**config.mk**
```make
export PLATFORM = sky130hd
export DESIGN_NAME = r5p_gpio_cdc
export DESIGN_NICKNAME = d
export VERILOG_FILES = /design/src/source/r5p_soc_pkg.sv /design/src/source/r5p_gpio_cdc.sv
export SDC_FILE = /design/constraint.sdc
export NUM_CORES = 1
export LEC_CHECK = 0
export BUFFER_PORTS_ARGS = -buffer_cell sky130_fd_sc_hd__buf_2
export CAP_MARGIN = 20
export CORE_MARGIN = 2
export CORE_UTILIZATION = 43
export DETAILED_ROUTE_END_ITERATION = 7
export HOLD_SLACK_MARGIN = 0.12
export PLACE_DENSITY = 0.78
export SLEW_MARGIN = 25
export SYNTH_ARGS = -nofsm -noshare
export SYNTH_HDL_FRONTEND = slang
export SYNTH_SLANG_ARGS = --single-unit
```
**constraint.sdc**
```tcl
create_clock -name clk -period 0.8 [get_ports clk]
set_input_delay 0.04 -clock clk [delete_from_list [all_inputs] [get_ports clk]]
set_output_delay 0.04 -clock clk [all_outputs]
set_load 0.02 [all_outputs]
```
**src/source/r5p_soc_pkg.sv**
```systemverilog
// Shared constants of the GPIO record-and-replay SoC.
// Modules use the scoped names in their port lists and import
// the package in their body where they need more of it.

package r5p_soc_pkg;

  // SoC GPIO word width
  localparam int GPIO_W = 32;

  // recorded input pins
  localparam int IN_W = 16;

  // event record fields, value low and gap high
  localparam int REC_VAL_W = IN_W;
  localparam int REC_GAP_W = 16;
  localparam int REC_W     = REC_GAP_W + REC_VAL_W;

  // longest gap a record can carry, keepalive fires here
  localparam int GAP_MAX = 2**REC_GAP_W - 1;

  // ring memory of records
  localparam int RAM_AW    = 6;
  localparam int RAM_DEPTH = 2**RAM_AW;

  // replay delay from the first record detection
  localparam int PLAY_DELAY = 64;

  // recorder time base width
  localparam int TIME_W = 32;

  // pin map
  localparam int OUT_LSB = 16;
  localparam int OVR_PIN = 32;
  localparam int PIN_W   = 42;
  // overrun rides on an output bit whose pin is an input
  localparam int OVR_BIT = 0;

  // synchronizer depths
  localparam int RST_SYNC_FF = 4;
  localparam int CDC_SYNC_FF = 2;

endpackage: r5p_soc_pkg

```
**src/source/r5p_gpio_cdc.sv**
```systemverilog
// Input pin synchronizer.
// Plain flop array, pins arrive at sync_out CDC_SYNC_FF cycles later.

`timescale 1ns/100ps

module r5p_gpio_cdc (
  input  logic                          clk,
  input  logic [r5p_soc_pkg::IN_W-1:0]  pin_in,
  output logic [r5p_soc_pkg::IN_W-1:0]  sync_out
);

import r5p_soc_pkg::*;

// synchronizer stages, first one may go metastable
logic [IN_W-1:0] sync_ff [CDC_SYNC_FF];

always_ff @(posedge clk) begin
  sync_ff[0] <= pin_in;
  for (int i = 1; i < CDC_SYNC_FF; i++) begin
    sync_ff[i] <= sync_ff[i-1];
  end
end

// last stage is safe to use
assign sync_out = sync_ff[CDC_SYNC_FF-1];

endmodule: r5p_gpio_cdc

```
==> flow_summary.json <==
{
  "status": "finished with violations",
  "violations": "setup timing",
  "hp-class": "reg2reg",
  "row_count": 15,
  "io_pins": 33,
  "cp_data_arrival_time_ns": 0.76,
  "track_usage_pct": 14.4,
  "clk_pin_slew_ns": 0.08,
  "grt_max_degree": 10,
  "drv_cap": 0,
  "vias": 429,
  "wire_per_inst_um": 10.9,
  "yosysSeqAreaShare_pct": 84.2,
  "area_growth_pct": 52.6,
  "syn_nets": 65,
  "clk_latency_ns": 0.31,
  "critical_path_buf_inv_count": 1,
  "cp-end-kind": "output pin",
  "ys_types": 2,
  "cts_tree": "done",
  "path_cells": "buf_6",
  "p_leak_nw": 0.529,
  "critPathSlowestCell": "dfxtp_2",
  "final_cell_mix": "dlygate4sd3_1, buf_2, buf_6, dfxtp_1, dfxtp_2",
  "start_kind": "register",
  "grt_pass1_wl_um": 1840,
  "grt.overflow.total": 0,
  "core_area_um2": 1690,
  "cts.sinks": 32,
  "fin_crit_sh_pct": 100,
  "cp_top_family": "flip-flops",
  "tightest_slew_ns": 0.0842,
  "finish.utilization_pct": 68.7,
  "cts_max_level": 2,
  "ys_warn_count": 0,
  "io_buffer_count": 32,
  "die-area_um2": 2120,
  "drc": 0,
  "dr.pass1.iters": 2,
  "cp.required_ns": 0.76,
  "placed_area_um2": 822,
  "final-hold-violation-count": 0,
  "drive_above_1_share_pct": 61.4,
  "largest_reg_flops": 32,
  "worst_clock_skew_ns": 0.00218,
  "antenna_found_initial": 0,
  "clock_path_buffers": 2,
  "routed_wl_um": 1140,
  "cts_root_buf": "clkbuf_4",
  "synth_area_per_cell_um2": 15.8,
  "drtIter0Drc": 4,
  "max_freq_mhz": 1250,
  "place_congestion": 0.613,
  "final_area_um2": 1160,
  "dp_slack_ns": 0.304,
  "start_util_pct": 45.0,
  "syn_inst": 48,
  "critical_path.max_stage_delay_ns": 0.33,
  "criticalPathCategory": "reg2out",
  "drv_slew": 0,
  "synth_area_um2": 761,
  "final_nets": 104,
  "rsz0062_at_grt": "yes",
  "grt_pass1_vias": 423,
  "slew_headroom_pct": 94.4,
  "finalSetupViolCount": 3,
  "regMostFlops": "sync_ff",
  "multi_input_gates": 0,
  "multi_input_area_um2": 0,
  "diodes": 0,
  "timing.final.ws_setup_ns": -0.00156,
  "via_per_inst": 4.09,
  "cts_setup_buffers": 0,
  "ant_nets": 0,
  "fin_crit_ns": 0.802,
  "max-vdd-ir-drop_v": 0.00141,
  "cts_buffers": 5,
  "die_y_um": 46.1,
  "reg_top3": "sync_ff x32",
  "path_max_fanout": 1,
  "ys_seq_elements": 32,
  "powerDensity_nw_per_um2": 2450,
  "die_w_um": 46.1,
  "tns_ns": -0.00426
}
cell families (layout without fill, tap and decap cells):
family                 after synthesis  in the layout  share of synthesized area [%]
DFF                                 32             32                           84.2
buffers and inverters               16             56                           15.8
cells in the mapped netlist:
library cell	instances	area, um^2
buf_4	16	120
dfxtp_1	32	641
metal layers:
metal / vias up / share of wire [%] / track usage, %
met5: - / 0 / 0
met4: 0 / 2.5 / 8.57
met3: 4 / 9.9 / 11.8
met2: 25 / 57 / 24.4
met1: 192 / 30 / 11.0
li1: 208 / - / -
worst paths after layout:
check | startpoint | to | slack [ns] | cells after the start
setup reg to reg | sync_ff[0][1] | sync_ff[0][17] | 0.39 | 0
hold / removal | sync_ff[0][10] | sync_ff[0][26] | 0.33 | 0
hold reg to reg | sync_ff[0][10] | sync_ff[0][26] | 0.33 | 0
setup / recovery | sync_ff[0][20] | sync_out[4] | -0.002 | 1
repair_timing:
item / in CTS / in global routing
cloned: 0 / 0
endpoints found under the setup margin: 16 / 16
gates resized for setup: 47 / 1
hold buffers: 16 / 0
endpoints found under the hold margin: 16 / 0
stage by stage:
stage          hold WS [ns]  cells  total power, W
3_3_place_gp          0.143     81         0.00186
5_1_grt               0.330    105         0.00302
4_1_cts               0.329    105         0.00288
6_report              0.328    105         0.00285
3_5_place_dp          0.144     81         0.00187
2_1_floorplan        0.0677     48         0.00184
cell type report:
cell class | count | area (um^2)
flip-flops and latches | 32 | 661
fillers | 127 | 528
repair buffers | 48 | 420
clock buffers | 8 | 58.8
well taps | 17 | 21.3
where the power goes:
group	leakage [nW]	internal [W]	switching, W
combinational	0.227	0.000155	0.0000888
clock	0.0326	0.000433	0.000458
sequential	0.270	0.00169	0.0000282
total	0.529	0.00227	0.000575
(Power assumes the default switching activity.)
